`config.mk`:
```
export PLATFORM = sky130hd
export DESIGN_NAME = ooo_core
export DESIGN_NICKNAME = d
export VERILOG_FILES = /design/src/hw/rs_pkg.sv /design/src/hw/decode.sv /design/src/hw/exec_units.sv /design/src/hw/ooo_core.sv /design/src/hw/result_bus.sv /design/src/hw/rs.sv
export SDC_FILE = /design/constraint.sdc
export NUM_CORES = 2
export LEC_CHECK = 0
export ABC_AREA = 1
export BUFFER_PORTS_ARGS = -buffer_cell sky130_fd_sc_hd__buf_2
export CAP_MARGIN = 5
export CELL_PAD_IN_SITES_DETAIL_PLACEMENT = 1
export CELL_PAD_IN_SITES_GLOBAL_PLACEMENT = 1
export CORE_AREA = 2 2 472 474
export DETAILED_ROUTE_END_ITERATION = 6
export DIE_AREA = 0 0 474 476
export PLACE_DENSITY = 0.73
export SYNTH_ARGS = -nofsm -noshare
export SYNTH_HDL_FRONTEND = slang
export SYNTH_SLANG_ARGS = --single-unit
export TNS_END_PERCENT = 100
```
`constraint.sdc`:
```
create_clock -name clock -period 46.9 [get_ports clock]
set_clock_uncertainty 0.1 [all_clocks]
set_input_delay 4.69 -clock clock [delete_from_list [all_inputs] [get_ports clock]]
set_output_delay 4.69 -clock clock [all_outputs]
set_load 0.005 [all_outputs]
```
`src/hw/rs_pkg.sv`:
```
package rs_pkg;

    typedef enum logic [1:0] {
        fu_alu,
        fu_mul,
        fu_load,
        fu_store
    } fu_type_e;

    // RISC-V major opcodes of the supported subset.
    typedef enum logic [6:0] {
        op_load  = 7'b0000011,
        op_imm   = 7'b0010011,
        op_store = 7'b0100011,
        op_reg   = 7'b0110011
    } opcode_e;

    typedef enum logic [2:0] {
        alu_add,
        alu_sub,
        alu_and,
        alu_or,
        alu_xor,
        alu_mul
    } alu_op_e;

    localparam int NUM_ENTRIES = 5;
    localparam int NUM_PROD = NUM_ENTRIES - 1; // The store entry is last and produces nothing.
    localparam int NUM_FU = 4;
    localparam int TAG_W = 3;

    // Each entry is tied to one unit class.
    localparam fu_type_e ENTRY_FU [NUM_ENTRIES] = '{fu_alu, fu_alu, fu_mul, fu_load, fu_store};

endpackage

```
`src/hw/decode.sv`:
```
module decode import rs_pkg::*; #(
    parameter int XLEN = 32,
    parameter int NUM_REGS = 8
) (
    input  logic clock,
    input  logic reset,
    input  logic wb_cyc,
    input  logic wb_stb,
    input  logic wb_we,
    input  logic [3:0] wb_adr,
    input  logic [XLEN-1:0] wb_dat_w,
    output logic [XLEN-1:0] wb_dat_r,
    output logic wb_ack,
    input  logic [NUM_ENTRIES-1:0] entry_busy,
    input  logic cdb_valid,
    input  logic [TAG_W-1:0] cdb_tag,
    input  logic [XLEN-1:0] cdb_value,
    output logic disp_valid,
    output logic [TAG_W-1:0] disp_entry,
    output alu_op_e disp_op,
    output logic [XLEN-1:0] disp_imm,
    output logic [TAG_W-1:0] disp_src1_tag,
    output logic disp_src1_wait,
    output logic [XLEN-1:0] disp_src1_val,
    output logic [TAG_W-1:0] disp_src2_tag,
    output logic disp_src2_wait,
    output logic [XLEN-1:0] disp_src2_val
);
    localparam int RIDX_W = $clog2(NUM_REGS);

    logic [XLEN-1:0] regs [NUM_REGS];
    logic [NUM_REGS-1:0] alias_v;
    logic [TAG_W-1:0] alias_tag [NUM_REGS];

    opcode_e opcode;
    alu_op_e op;
    fu_type_e cls;
    logic [XLEN-1:0] imm;
    logic [RIDX_W-1:0] rd;
    logic [RIDX_W-1:0] src_idx [2];
    logic [1:0] src_wait;
    logic [TAG_W-1:0] src_tag [2];
    logic [XLEN-1:0] src_val [2];
    logic [TAG_W-1:0] pick;
    logic pick_ok;
    logic ld_pend;
    logic st_pend;
    logic can_disp;
    logic renames;
    logic wb_req;
    logic wr_go;
    logic ack_go;
    logic rd_ok;
    logic [RIDX_W-1:0] rd_idx;

    always_comb begin
        opcode = opcode_e'(wb_dat_w[6:0]);
        rd = wb_dat_w[7 +: RIDX_W];
        src_idx[0] = wb_dat_w[15 +: RIDX_W];
        src_idx[1] = wb_dat_w[20 +: RIDX_W];
        op = alu_add;
        cls = fu_alu;
        imm = {{(XLEN-12){wb_dat_w[31]}}, wb_dat_w[31:20]};
        case (opcode)
            op_reg: begin
                if (wb_dat_w[25]) begin // funct7 of the M extension.
                    op = alu_mul;
                    cls = fu_mul;
                end else begin
                    case (wb_dat_w[14:12])
                        3'b100: op = alu_xor;
                        3'b110: op = alu_or;
                        3'b111: op = alu_and;
                        default: op = wb_dat_w[30] ? alu_sub : alu_add;
                    endcase
                end
            end
            op_load: cls = fu_load;
            op_store: begin
                cls = fu_store;
                imm = {{(XLEN-12){wb_dat_w[31]}}, wb_dat_w[31:25], wb_dat_w[11:7]};
            end
            default: ;
        endcase

        // x0 is never renamed and never written, so it reads as zero.
        for (int s = 0; s < 2; s++) begin
            src_wait[s] = 1'b0;
            src_tag[s] = alias_tag[src_idx[s]];
            src_val[s] = regs[src_idx[s]];
            if (alias_v[src_idx[s]]) begin
                if (cdb_valid && cdb_tag == alias_tag[src_idx[s]])
                    src_val[s] = cdb_value;
                else
                    src_wait[s] = 1'b1;
            end
        end
        if (opcode == op_imm || opcode == op_load) begin
            src_wait[1] = 1'b0;
            src_val[1] = imm;
        end

        pick_ok = 1'b0;
        pick = '0;
        ld_pend = 1'b0;
        st_pend = 1'b0;
        for (int i = NUM_ENTRIES - 1; i >= 0; i--) begin
            if (ENTRY_FU[i] == cls && !entry_busy[i]) begin
                pick_ok = 1'b1;
                pick = TAG_W'(i);
            end
            if (ENTRY_FU[i] == fu_load)
                ld_pend = ld_pend | entry_busy[i];
            if (ENTRY_FU[i] == fu_store)
                st_pend = st_pend | entry_busy[i];
        end
        can_disp = pick_ok && !(cls == fu_load && st_pend) && !(cls == fu_store && ld_pend);
    end

    assign renames = cls != fu_store && rd != '0;
    assign wb_req = wb_cyc && wb_stb && !wb_ack;
    assign wr_go = wb_req && wb_we && wb_adr == 4'd0 && can_disp;
    assign rd_idx = RIDX_W'(wb_adr);
    assign rd_ok = (wb_adr < NUM_REGS) ? !alias_v[rd_idx] : 1'b1; // Wait for the pending value.
    assign ack_go = wb_req && (wb_we ? (wb_adr != 4'd0 || can_disp) : rd_ok);

    always_ff @(posedge clock or posedge reset) begin
        if (reset) begin
            wb_ack <= 1'b0;
            disp_valid <= 1'b0;
            alias_v <= '0;
            for (int r = 0; r < NUM_REGS; r++)
                regs[r] <= '0;
        end else begin
            wb_ack <= ack_go;
            disp_valid <= wr_go;
            for (int r = 0; r < NUM_REGS; r++) begin
                if (cdb_valid && alias_v[r] && alias_tag[r] == cdb_tag) begin
                    regs[r] <= cdb_value;
                    alias_v[r] <= 1'b0;
                end
            end
            if (wr_go && renames)
                alias_v[rd] <= 1'b1; // A newer rename overrides the clear above.
        end
    end

    always_ff @(posedge clock) begin
        if (wr_go && renames)
            alias_tag[rd] <= pick;
        if (ack_go && !wb_we)
            wb_dat_r <= (wb_adr < NUM_REGS) ? regs[rd_idx] : '0;
        if (wr_go) begin
            disp_entry <= pick;
            disp_op <= op;
            disp_imm <= imm;
            disp_src1_tag <= src_tag[0];
            disp_src1_wait <= src_wait[0];
            disp_src1_val <= src_val[0];
            disp_src2_tag <= src_tag[1];
            disp_src2_wait <= src_wait[1];
            disp_src2_val <= src_val[1];
        end
    end

endmodule

```
`src/hw/exec_units.sv`:
```
module exec_units import rs_pkg::*; #(
    parameter int XLEN = 32,
    parameter int MEM_WORDS = 16,
    parameter int MUL_STAGES = 3
) (
    input  logic clock,
    input  logic reset,
    input  logic [NUM_FU-1:0] issue_valid,
    input  logic [TAG_W-1:0] issue_entry [NUM_FU],
    input  alu_op_e issue_op [NUM_FU],
    input  logic [XLEN-1:0] issue_a [NUM_FU],
    input  logic [XLEN-1:0] issue_b [NUM_FU],
    input  logic [XLEN-1:0] issue_imm [NUM_FU],
    input  logic [NUM_PROD-1:0] grant,
    output logic [NUM_ENTRIES-1:0] unit_ready,
    output logic [NUM_PROD-1:0] done_valid,
    output logic [XLEN-1:0] done_value [NUM_PROD],
    output logic store_done
);
    localparam int MEM_AW = $clog2(MEM_WORDS);
    localparam int LAST = MUL_STAGES - 1;

    logic [XLEN-1:0] mem [MEM_WORDS];
    logic [1:0] alu_go;
    logic [1:0] alu_v;
    logic [XLEN-1:0] alu_r [2];
    logic [XLEN-1:0] alu_y;
    logic [MUL_STAGES-1:0] mul_v;
    logic [XLEN-1:0] mul_p [MUL_STAGES];
    logic ld_v;
    logic [XLEN-1:0] ld_r;
    logic [XLEN-1:0] ld_sum;
    logic [XLEN-1:0] st_sum;

    function automatic logic [XLEN-1:0] alu_f(alu_op_e f, logic [XLEN-1:0] a, logic [XLEN-1:0] b);
        case (f)
            alu_sub: return a - b;
            alu_and: return a & b;
            alu_or:  return a | b;
            alu_xor: return a ^ b;
            default: return a + b; // addi arrives with the immediate as operand b.
        endcase
    endfunction

    assign alu_y = alu_f(issue_op[fu_alu], issue_a[fu_alu], issue_b[fu_alu]);
    assign alu_go[0] = issue_valid[fu_alu] && issue_entry[fu_alu] == TAG_W'(0);
    assign alu_go[1] = issue_valid[fu_alu] && issue_entry[fu_alu] == TAG_W'(1);
    assign ld_sum = issue_a[fu_load] + issue_imm[fu_load];
    assign st_sum = issue_a[fu_store] + issue_imm[fu_store];

    // A unit takes new work once its result leaves this cycle.
    assign unit_ready[0] = !alu_v[0] || grant[0];
    assign unit_ready[1] = !alu_v[1] || grant[1];
    assign unit_ready[2] = !(|mul_v) || grant[2];
    assign unit_ready[3] = !ld_v || grant[3];
    assign unit_ready[4] = 1'b1;

    assign done_valid = {ld_v, mul_v[LAST], alu_v};
    assign done_value[0] = alu_r[0];
    assign done_value[1] = alu_r[1];
    assign done_value[2] = mul_p[LAST];
    assign done_value[3] = ld_r;

    always_ff @(posedge clock or posedge reset) begin
        if (reset) begin
            alu_v <= '0;
            mul_v <= '0;
            ld_v <= 1'b0;
            store_done <= 1'b0;
            for (int w = 0; w < MEM_WORDS; w++)
                mem[w] <= '0;
        end else begin
            for (int i = 0; i < 2; i++) begin
                if (grant[i])
                    alu_v[i] <= 1'b0;
                if (alu_go[i])
                    alu_v[i] <= 1'b1;
            end
            // The last stage holds its product until the bus takes it.
            mul_v[0] <= issue_valid[fu_mul] || (LAST == 0 && mul_v[0] && !grant[2]);
            for (int k = 1; k < MUL_STAGES; k++)
                mul_v[k] <= mul_v[k-1] || (k == LAST && mul_v[k] && !grant[2]);
            if (grant[3])
                ld_v <= 1'b0;
            if (issue_valid[fu_load])
                ld_v <= 1'b1;
            if (issue_valid[fu_store])
                mem[st_sum[MEM_AW+1:2]] <= issue_b[fu_store];
            store_done <= issue_valid[fu_store];
        end
    end

    always_ff @(posedge clock) begin
        for (int i = 0; i < 2; i++) begin
            if (alu_go[i])
                alu_r[i] <= alu_y;
        end
        if (issue_valid[fu_mul])
            mul_p[0] <= issue_a[fu_mul] * issue_b[fu_mul];
        for (int k = 1; k < MUL_STAGES; k++) begin
            if (mul_v[k-1])
                mul_p[k] <= mul_p[k-1];
        end
        if (issue_valid[fu_load])
            ld_r <= mem[ld_sum[MEM_AW+1:2]];
    end

endmodule

```
`src/hw/ooo_core.sv`:
```
module ooo_core import rs_pkg::*; #(
    parameter int XLEN = 32,
    parameter int NUM_REGS = 8,
    parameter int MEM_WORDS = 16,
    parameter int MUL_STAGES = 3
) (
    input  logic clock,
    input  logic reset,
    input  logic wb_cyc,
    input  logic wb_stb,
    input  logic wb_we,
    input  logic [3:0] wb_adr,
    input  logic [XLEN-1:0] wb_dat_w,
    output logic [XLEN-1:0] wb_dat_r,
    output logic wb_ack
);
    logic disp_valid;
    logic [TAG_W-1:0] disp_entry;
    alu_op_e disp_op;
    logic [XLEN-1:0] disp_imm;
    logic [TAG_W-1:0] disp_src1_tag;
    logic disp_src1_wait;
    logic [XLEN-1:0] disp_src1_val;
    logic [TAG_W-1:0] disp_src2_tag;
    logic disp_src2_wait;
    logic [XLEN-1:0] disp_src2_val;
    logic [NUM_ENTRIES-1:0] entry_busy;

    logic [NUM_FU-1:0] issue_valid;
    logic [TAG_W-1:0] issue_entry [NUM_FU];
    alu_op_e issue_op [NUM_FU];
    logic [XLEN-1:0] issue_a [NUM_FU];
    logic [XLEN-1:0] issue_b [NUM_FU];
    logic [XLEN-1:0] issue_imm [NUM_FU];
    logic [NUM_ENTRIES-1:0] unit_ready;

    logic [NUM_PROD-1:0] done_valid;
    logic [XLEN-1:0] done_value [NUM_PROD];
    logic [NUM_PROD-1:0] grant;
    logic store_done;

    logic cdb_valid; // Single result broadcast shared by decode and the station.
    logic [TAG_W-1:0] cdb_tag;
    logic [XLEN-1:0] cdb_value;

    decode #(.XLEN(XLEN), .NUM_REGS(NUM_REGS)) u_decode (.*);

    rs #(.XLEN(XLEN)) u_rs (.*);

    exec_units #(
        .XLEN(XLEN),
        .MEM_WORDS(MEM_WORDS),
        .MUL_STAGES(MUL_STAGES)
    ) u_exec (.*);

    result_bus #(.XLEN(XLEN)) u_result_bus (.*);

endmodule

```
`src/hw/result_bus.sv`:
```
module result_bus import rs_pkg::*; #(
    parameter int XLEN = 32
) (
    input  logic clock,
    input  logic reset,
    input  logic [NUM_PROD-1:0] done_valid,
    input  logic [XLEN-1:0] done_value [NUM_PROD],
    output logic [NUM_PROD-1:0] grant,
    output logic cdb_valid,
    output logic [TAG_W-1:0] cdb_tag,
    output logic [XLEN-1:0] cdb_value
);
    // Load first, then MUL, then ALU entries 0 and 1.
    localparam int PRIO [NUM_PROD] = '{3, 2, 0, 1};

    logic [TAG_W-1:0] win_tag;
    logic [XLEN-1:0] win_value;

    always_comb begin
        grant = '0;
        win_tag = '0;
        win_value = '0;
        for (int p = NUM_PROD - 1; p >= 0; p--) begin
            if (done_valid[PRIO[p]]) begin
                grant = '0;
                grant[PRIO[p]] = 1'b1;
                win_tag = TAG_W'(PRIO[p]);
                win_value = done_value[PRIO[p]];
            end
        end
    end

    always_ff @(posedge clock or posedge reset) begin
        if (reset)
            cdb_valid <= 1'b0;
        else
            cdb_valid <= |done_valid;
    end

    always_ff @(posedge clock) begin
        if (|done_valid) begin
            cdb_tag <= win_tag;
            cdb_value <= win_value;
        end
    end

endmodule

```
`src/hw/rs.sv`:
```
module rs import rs_pkg::*; #(
    parameter int XLEN = 32
) (
    input  logic clock,
    input  logic reset,
    input  logic disp_valid,
    input  logic [TAG_W-1:0] disp_entry,
    input  alu_op_e disp_op,
    input  logic [XLEN-1:0] disp_imm,
    input  logic [TAG_W-1:0] disp_src1_tag,
    input  logic disp_src1_wait,
    input  logic [XLEN-1:0] disp_src1_val,
    input  logic [TAG_W-1:0] disp_src2_tag,
    input  logic disp_src2_wait,
    input  logic [XLEN-1:0] disp_src2_val,
    input  logic [NUM_ENTRIES-1:0] unit_ready,
    input  logic cdb_valid,
    input  logic [TAG_W-1:0] cdb_tag,
    input  logic [XLEN-1:0] cdb_value,
    input  logic store_done,
    output logic [NUM_ENTRIES-1:0] entry_busy,
    output logic [NUM_FU-1:0] issue_valid,
    output logic [TAG_W-1:0] issue_entry [NUM_FU],
    output alu_op_e issue_op [NUM_FU],
    output logic [XLEN-1:0] issue_a [NUM_FU],
    output logic [XLEN-1:0] issue_b [NUM_FU],
    output logic [XLEN-1:0] issue_imm [NUM_FU]
);
    logic [NUM_ENTRIES-1:0] busy;
    logic [NUM_ENTRIES-1:0] issued;
    logic [NUM_ENTRIES-1:0] wait_a;
    logic [NUM_ENTRIES-1:0] wait_b;
    logic [NUM_ENTRIES-1:0] wake_a;
    logic [NUM_ENTRIES-1:0] wake_b;
    logic [NUM_ENTRIES-1:0] go;
    alu_op_e op [NUM_ENTRIES];
    logic [XLEN-1:0] opa [NUM_ENTRIES];
    logic [XLEN-1:0] opb [NUM_ENTRIES];
    logic [XLEN-1:0] imm [NUM_ENTRIES];
    logic [TAG_W-1:0] tag_a [NUM_ENTRIES];
    logic [TAG_W-1:0] tag_b [NUM_ENTRIES];
    logic hit1;
    logic hit2;

    assign entry_busy = busy;

    // A broadcast during the dispatch cycle fills the new entry directly.
    assign hit1 = cdb_valid && disp_src1_wait && disp_src1_tag == cdb_tag;
    assign hit2 = cdb_valid && disp_src2_wait && disp_src2_tag == cdb_tag;

    always_comb begin
        issue_valid = '0;
        go = '0;
        for (int c = 0; c < NUM_FU; c++) begin
            issue_entry[c] = '0;
            issue_op[c] = alu_add;
            issue_a[c] = '0;
            issue_b[c] = '0;
            issue_imm[c] = '0;
        end
        for (int i = 0; i < NUM_ENTRIES; i++) begin
            wake_a[i] = cdb_valid && wait_a[i] && tag_a[i] == cdb_tag;
            wake_b[i] = cdb_valid && wait_b[i] && tag_b[i] == cdb_tag;
            // Lowest ready entry of each class wins its unit.
            if (busy[i] && !issued[i] && !wait_a[i] && !wait_b[i] && unit_ready[i] &&
                !issue_valid[ENTRY_FU[i]]) begin
                go[i] = 1'b1;
                issue_valid[ENTRY_FU[i]] = 1'b1;
                issue_entry[ENTRY_FU[i]] = TAG_W'(i);
                issue_op[ENTRY_FU[i]] = op[i];
                issue_a[ENTRY_FU[i]] = opa[i];
                issue_b[ENTRY_FU[i]] = opb[i];
                issue_imm[ENTRY_FU[i]] = imm[i];
            end
        end
    end

    always_ff @(posedge clock or posedge reset) begin
        if (reset) begin
            busy <= '0;
            issued <= '0;
            wait_a <= '0;
            wait_b <= '0;
        end else begin
            for (int i = 0; i < NUM_ENTRIES; i++) begin
                if (wake_a[i])
                    wait_a[i] <= 1'b0;
                if (wake_b[i])
                    wait_b[i] <= 1'b0;
                if (go[i])
                    issued[i] <= 1'b1;
                if ((cdb_valid && cdb_tag == TAG_W'(i)) ||
                    (store_done && ENTRY_FU[i] == fu_store)) begin
                    busy[i] <= 1'b0;
                    issued[i] <= 1'b0;
                end
                if (disp_valid && disp_entry == TAG_W'(i)) begin
                    busy[i] <= 1'b1;
                    issued[i] <= 1'b0;
                    wait_a[i] <= disp_src1_wait && !hit1;
                    wait_b[i] <= disp_src2_wait && !hit2;
                end
            end
        end
    end

    always_ff @(posedge clock) begin
        for (int i = 0; i < NUM_ENTRIES; i++) begin
            if (disp_valid && disp_entry == TAG_W'(i)) begin
                op[i] <= disp_op;
                imm[i] <= disp_imm;
                tag_a[i] <= disp_src1_tag;
                tag_b[i] <= disp_src2_tag;
                opa[i] <= hit1 ? cdb_value : disp_src1_val;
                opb[i] <= hit2 ? cdb_value : disp_src2_val;
            end else begin
                if (wake_a[i])
                    opa[i] <= cdb_value;
                if (wake_b[i])
                    opb[i] <= cdb_value;
            end
        end
    end

endmodule

```
Word level (Yosys, flattened, before mapping):

Memories as Yosys holds them, arrays and structs flattened.
Index checks and enable logic that the tools add are counted.

* register bits: 995
* bits in writable memories: 709
* input port bits: 41
* logic and storage cells: 610
* memories kept: 9

* $add $sub $neg: 4
* $mul: 1
* order comparisons: 12
* equality and inequality tests: 48
* muxes and demuxes: 255
* bitwise operators: 21
* reduce and logical (&&, ||, !) cells: 191

Memory list
* u_rs.imm: words 5, width 32, read ports 2, clocked after Yosys merged registers in 0, wr ports 1, line rs.sv:39 `logic [XLEN-1:0] imm [NUM_ENTRIES];`
* u_rs.opa: words 5, width 32, read ports 5, clocked after Yosys merged registers in 0, wr ports 5, line rs.sv:37 `logic [XLEN-1:0] opa [NUM_ENTRIES];`
* u_rs.opb: words 5, width 32, read ports 4, clocked after Yosys merged registers in 0, wr ports 5, line rs.sv:38 `logic [XLEN-1:0] opb [NUM_ENTRIES];`
* u_exec.mul_p: words 3, width 32, read ports 3, clocked after Yosys merged registers in 0, wr ports 3, line exec_units.sv:29 `logic [XLEN-1:0] mul_p [MUL_STAGES];`
* u_exec.alu_r: words 2, width 32, read ports 2, clocked after Yosys merged registers in 0, wr ports 1, line exec_units.sv:26 `logic [XLEN-1:0] alu_r [2];`
* u_decode.alias_tag: words 8, width 3, read ports 10, clocked after Yosys merged registers in 0, wr ports 1, line decode.sv:33 `logic [TAG_W-1:0] alias_tag [NUM_REGS];`
* 3 more memories

Operators with widths (count)
* 2-to-1 mux 32 bit: 42
* bitwise mux 512 bit: 1
* binary-select mux 32 bit (select 3 bit): 3
* OR reduction 32 bit: 5
* 2-to-1 mux 1 bit: 154
* binary-select mux 32 bit (select 4 bit): 1
* demux 32 bit (select 4 bit): 1
* one-hot mux 32 bit (4 select lines): 1
* 2-to-1 mux 3 bit: 37
* logical AND 1 bit: 97
* == test 3 bit: 22
* OR reduction 3 bit: 14
* nonzero test 2 bit: 18
* logical NOT 1 bit: 33
* adder 32 bit: 1
* bitwise AND 32 bit: 1
* multiplier 32 x 32 -> 32 bit: 1
* bitwise OR 32 bit: 1
* subtractor 32 bit: 1
* bitwise XOR 32 bit: 1
* 2-to-1 mux 6 bit: 4
* == test 3 x 2 -> 1 bit (second input constant): 6
* == test 3 bit (second input constant): 6
* nonzero test 3 bit: 6
* other kinds (36): 75

Depth between registers and ports, before layout:

* depth in word-level cells: 16
* depth in mapped cells: 41
* mapped depth without buffers: 38

Hierarchy:

Synthesis repeated with hierarchy kept, for this count alone.

* cell total of the unflattened synthesis: 12700
* area, all modules: 103959.7 µm²

Modules (own cells, without submodules)
* exec_units: instances 1, cells an instance 6238, area an instance 51107.8 µm²
* rs: instances 1, cells an instance 3144, area an instance 27159.8 µm²
* decode: instances 1, cells an instance 3017, area an instance 23207.3 µm²
* result_bus: instances 1, cells an instance 301, area an instance 2484.9 µm²

Worst setup path after synthesis:

Ideal clock, no wire load.

* path kind: input to register
* start: input wb_dat_w[3]
* end: memory u_decode.alias_tag[1][0], enable pin
* library setup time: 0.345 ns
* arrival: 10.318 ns
* slack: 36.137 ns
* stages on the path: 14
* path buffers: 0
* cells stage by stage: nor2_1 -> nand3_1 -> nor3_2 -> inv_1 -> nor3_1 -> o21bai_1 -> nor2_1 -> nand3_1 -> o211ai_1 -> nor2_1 -> nand2_1 -> inv_1 -> nand2_1 -> nor3_1

* longest elaborated chain between the ends: 15

Ends and longest elaborated chain
* start: declaration: line ooo_core.sv:13 `input logic [XLEN-1:0] wb_dat_w,`
* == test 7 x 6 -> 1 bit or == test 7 x 2 -> 1 bit (tied branches): line decode.sv:64 `case (opcode)`
* one-hot mux 2 bit (3 select lines) *: line decode.sv:64
* == test 2 bit: line decode.sv:108, decode.sv:117
* logical AND 1 bit: line decode.sv:108 `if (ENTRY_FU[i] == cls && !entry_busy[i]) begin`
* 2-to-1 mux 1 bit (5 in series): line decode.sv:108
* logical AND 1 bit: line decode.sv:117 `can_disp = pick_ok && !(cls == fu_load && st_pend) && !(cls == fu_store && ld_pend);`
* logical AND 1 bit *: line decode.sv:117
* logical AND 1 bit *: line decode.sv:122 `assign wr_go = wb_req && wb_we && wb_adr == 4'd0 && can_disp;`
* via u_decode.wr_go: line decode.sv:51 `logic wr_go;`
* logical AND 1 bit *: line decode.sv:149 `if (wr_go && renames)`
* 2-to-1 mux 1 bit *: line decode.sv:149
* 2-to-1 mux 1 bit (not written as such) *: line decode.sv:150 `alias_tag[rd] <= pick;`
* end: declaration: line decode.sv:33

Mark *: on every way through the listed nets, which the timed path passes. The rest lies on a longest branch.

==> metrics.txt <==
CP Max Fanout=34; Clk pwr share=0.465; post-synthesis average cell area=about 8.5 um^2; Reg2Reg Depth=35; ranking of synthesized cells by area=dfrtp_1, edfxtp_1, nand2_1, o21ai_0, fa_1; post-cts repair resize count=0; io pins=74; Final Hold Viols=0; Worst Tran Pin Value=1.35 ns; Post-synth ARST share=0.554; drt pass-1 iters=5; YS warnings=0; Largest regs=u_exec.mem (512), u_decode.regs (256), u_rs.opb (128); DRC=0; final setup vio count=0; PnR Total Power=2.82 mW; Data arrival, critical path=11.35 ns; initial antenna violation count=15; worst setup path end=u_exec.mul_p[0][31]; first-pass GRT wire length=483 mm; Die H=476 um; DR vias=74200; Synth cell types=56; Tcrit/Tclk final=0.232; Seq pwr share=0.478; most frequent cells in the layout=nand2_1, o21ai_0, inv_1; post-route ant nets=0; EDFF count, synth=650; port bufs=71; status=complete, no violations; Max Clk Rate=a little over 90 MHz; clk buf depth=3; CP Data Required Time=47.37 ns; Critical-path top delay cell=nor2_1; vias in the first global route=77700; P&R area growth vs syn=9.41%; cts hold-fix bufs=0; top_reg_cell synth=dfrtp_1; CP max stage delay=0.83 ns; Clock transition at path regs=0.06 ns; switching power=0.680 mW; latest clock arrival within the worst-skew pair=0.85 ns; Int Power=between 2 and 2.5 mW; CTS root buf=clkbuf_16; Critical Setup Path Class=flip-flop to flip-flop; combinational power share=0.057; die width=474 um; max reg flops=512; gr usage total=0.282; MaxCap Viol Count=0; HPWL after detailed placement=208 mm; crit end category=flip-flop; RSZ-0062 raised after global routing=false; Biggest register=u_exec.mem; starting density of the core=0.397; #FFs+latches synth=around 1500; CTS H-tree lvls=4; Final GP Congestion=a little over 0.9; Finished Cell Area=96000 um^2; max_slew headroom=0.0910; post-synth top area share=0.230; WL per Instance=24.2 um; postcts setup bufs=0; layout cells sized above 1=0.0567; critical path startpoint=u_exec.mul_v[2]; leading area contributor after synthesis=dfrtp_1; Power Dens Cells=between 20 and 30 nW/um^2; sequential area share after synthesis=0.453; min cycle time layout=10.87 ns; Detailed Route WL=319 mm; Reg-to-Reg End=u_exec.mul_p[0][31]; Worst Hold Class=flip-flop to flip-flop; Worst R2R Start=u_exec.mul_v[2]; die area=between 200000 and 250000 um^2; Min Hold Slack=roughly 0.32 ns; layout net count=10700; DRT iter0 DRCs=6334; placed cell areas=between 90000 and 100000 um^2; Num Clock Sinks=between 1000 and 1500; GR Overflow Total=0; vias per cell=5.65; FF-to-FF setup slack=36.03 ns; crit start category=flip-flop; max-slew violation count=0; final setup TNS=0 ns; commonest non-fill, non-tap cell in the layout=nand2_1; mapped cell area=87700 um^2; Sw Share=0.242; floorplan core area=about 220000 um^2; TritonCTS Buffers=162; CTS tree=built; row count=about 170; Layout Utilization=0.434; pin count of the biggest net entering global routing=roughly 160; Leakage=about 40 nW; worst vdd ir=37.1 uV; cells after synthesis=10300
## layer usage
layer,vias up,part of all wire,track usage
met5,-,0.00011,0
met4,6,0.051,0.132
met3,689,0.062,0.0409
met2,2526,0.47,0.463
met1,37700,0.42,0.370
li1,33300,-,-
## worst min-delay path by stage
| stage | from | end | slack [ns] | cells past startpoint |
|---|---|---|---|---|
| finish | u_exec.mul_p[0][61] | u_exec.mul_p[0][93] | 0.32 | 0 |
| global placement | u_exec.mul_p[0][63] | u_exec.mul_p[0][95] | 0.30 | 0 |
| global route | u_exec.mul_p[0][47] | u_exec.mul_p[0][79] | 0.32 | 0 |
| floorplan | u_exec.mul_p[0][0] | u_exec.mul_p[0][32] | 0.30 | 0 |
| detailed placement | u_exec.mul_p[0][22] | u_exec.mul_p[0][54] | 0.31 | 0 |
| CTS | u_exec.mul_p[0][40] | u_exec.mul_p[0][72] | 0.32 | 0 |
## worst max-delay path, delay by kind of cell, from the launching register on
| kind | cells | cell delay (ns) |
|---|---|---|
| AO/OA/AOI/OAI | 4 | 0.97 |
| flip-flops | 1 | 0.38 |
| adder cells (fa/ha/maj) | 9 | 4.39 |
| buffers and inverters | 10 | 1.80 |
| AND/OR/NAND/NOR | 12 | 2.95 |
## cells in the mapped netlist (12+ instances only)
master	count
nand4_1	22
nand2_1	2371
ha_1	227
clkinv_1	16
nor2_1	739
o21ai_1	54
nand3_1	258
o2111ai_1	22
a221oi_1	39
clkbuf_1	548
buf_2	97
xnor2_1	60
edfxtp_1	650
dfrtp_1	806
o21ai_0	1716
a22oi_1	41
o211ai_1	169
buf_1	60
a31oi_1	13
nor3_1	34
a21oi_1	652
a311oi_1	32
xor2_1	83
inv_1	1099
nor2_4	12
fa_1	409
## cell type report
class / instances / area, um^2
repair buffers: 239 / 1640
fillers: 26000 / 125000
clock inverters: 73 / 807
multi-input cells: 7049 / 41200
well taps: 2975 / 3720
inverters: 1126 / 4240
clock buffers: 230 / 4610
flip-flops and latches: 1456 / 39700
diodes: 4 / 10.0
## power groups by stage
stage | Combinational [mW] | Sequential, mW | Clock (mW)
finish | 0.159 | 1.35 | 1.31
global route | 0.175 | 1.35 | 1.38
CTS | 0.158 | 1.35 | 1.33
detailed placement | 0.155 | 1.37 | 0
global placement | 0.152 | 1.37 | 0
floorplan | 0.0991 | 1.37 | 0
## stage by stage
step,instances,worst slack (ns)
floorplan,10300,19.47
detailed placement,12800,36.22
CTS,13100,36.15
global placement,12800,36.47
global route,13100,35.78
finish,13200,36.03
## kinds of logic after synthesis
| family | count (synthesis) | share of synthesized area |
|---|---|---|
| AO/OA/AOI/OAI | 2780 | 0.170 |
| XOR/XNOR | 144 | 0.0145 |
| adder cells (fa/ha/maj) | 636 | 0.126 |
| buffers and inverters | 1834 | 0.0801 |
| flip-flops | 1456 | 0.453 |
| other | 1 | 0.0000428 |
| AND/OR/NAND/NOR | 3486 | 0.157 |
No activity file was read; power rests on OpenSTA's default activity.
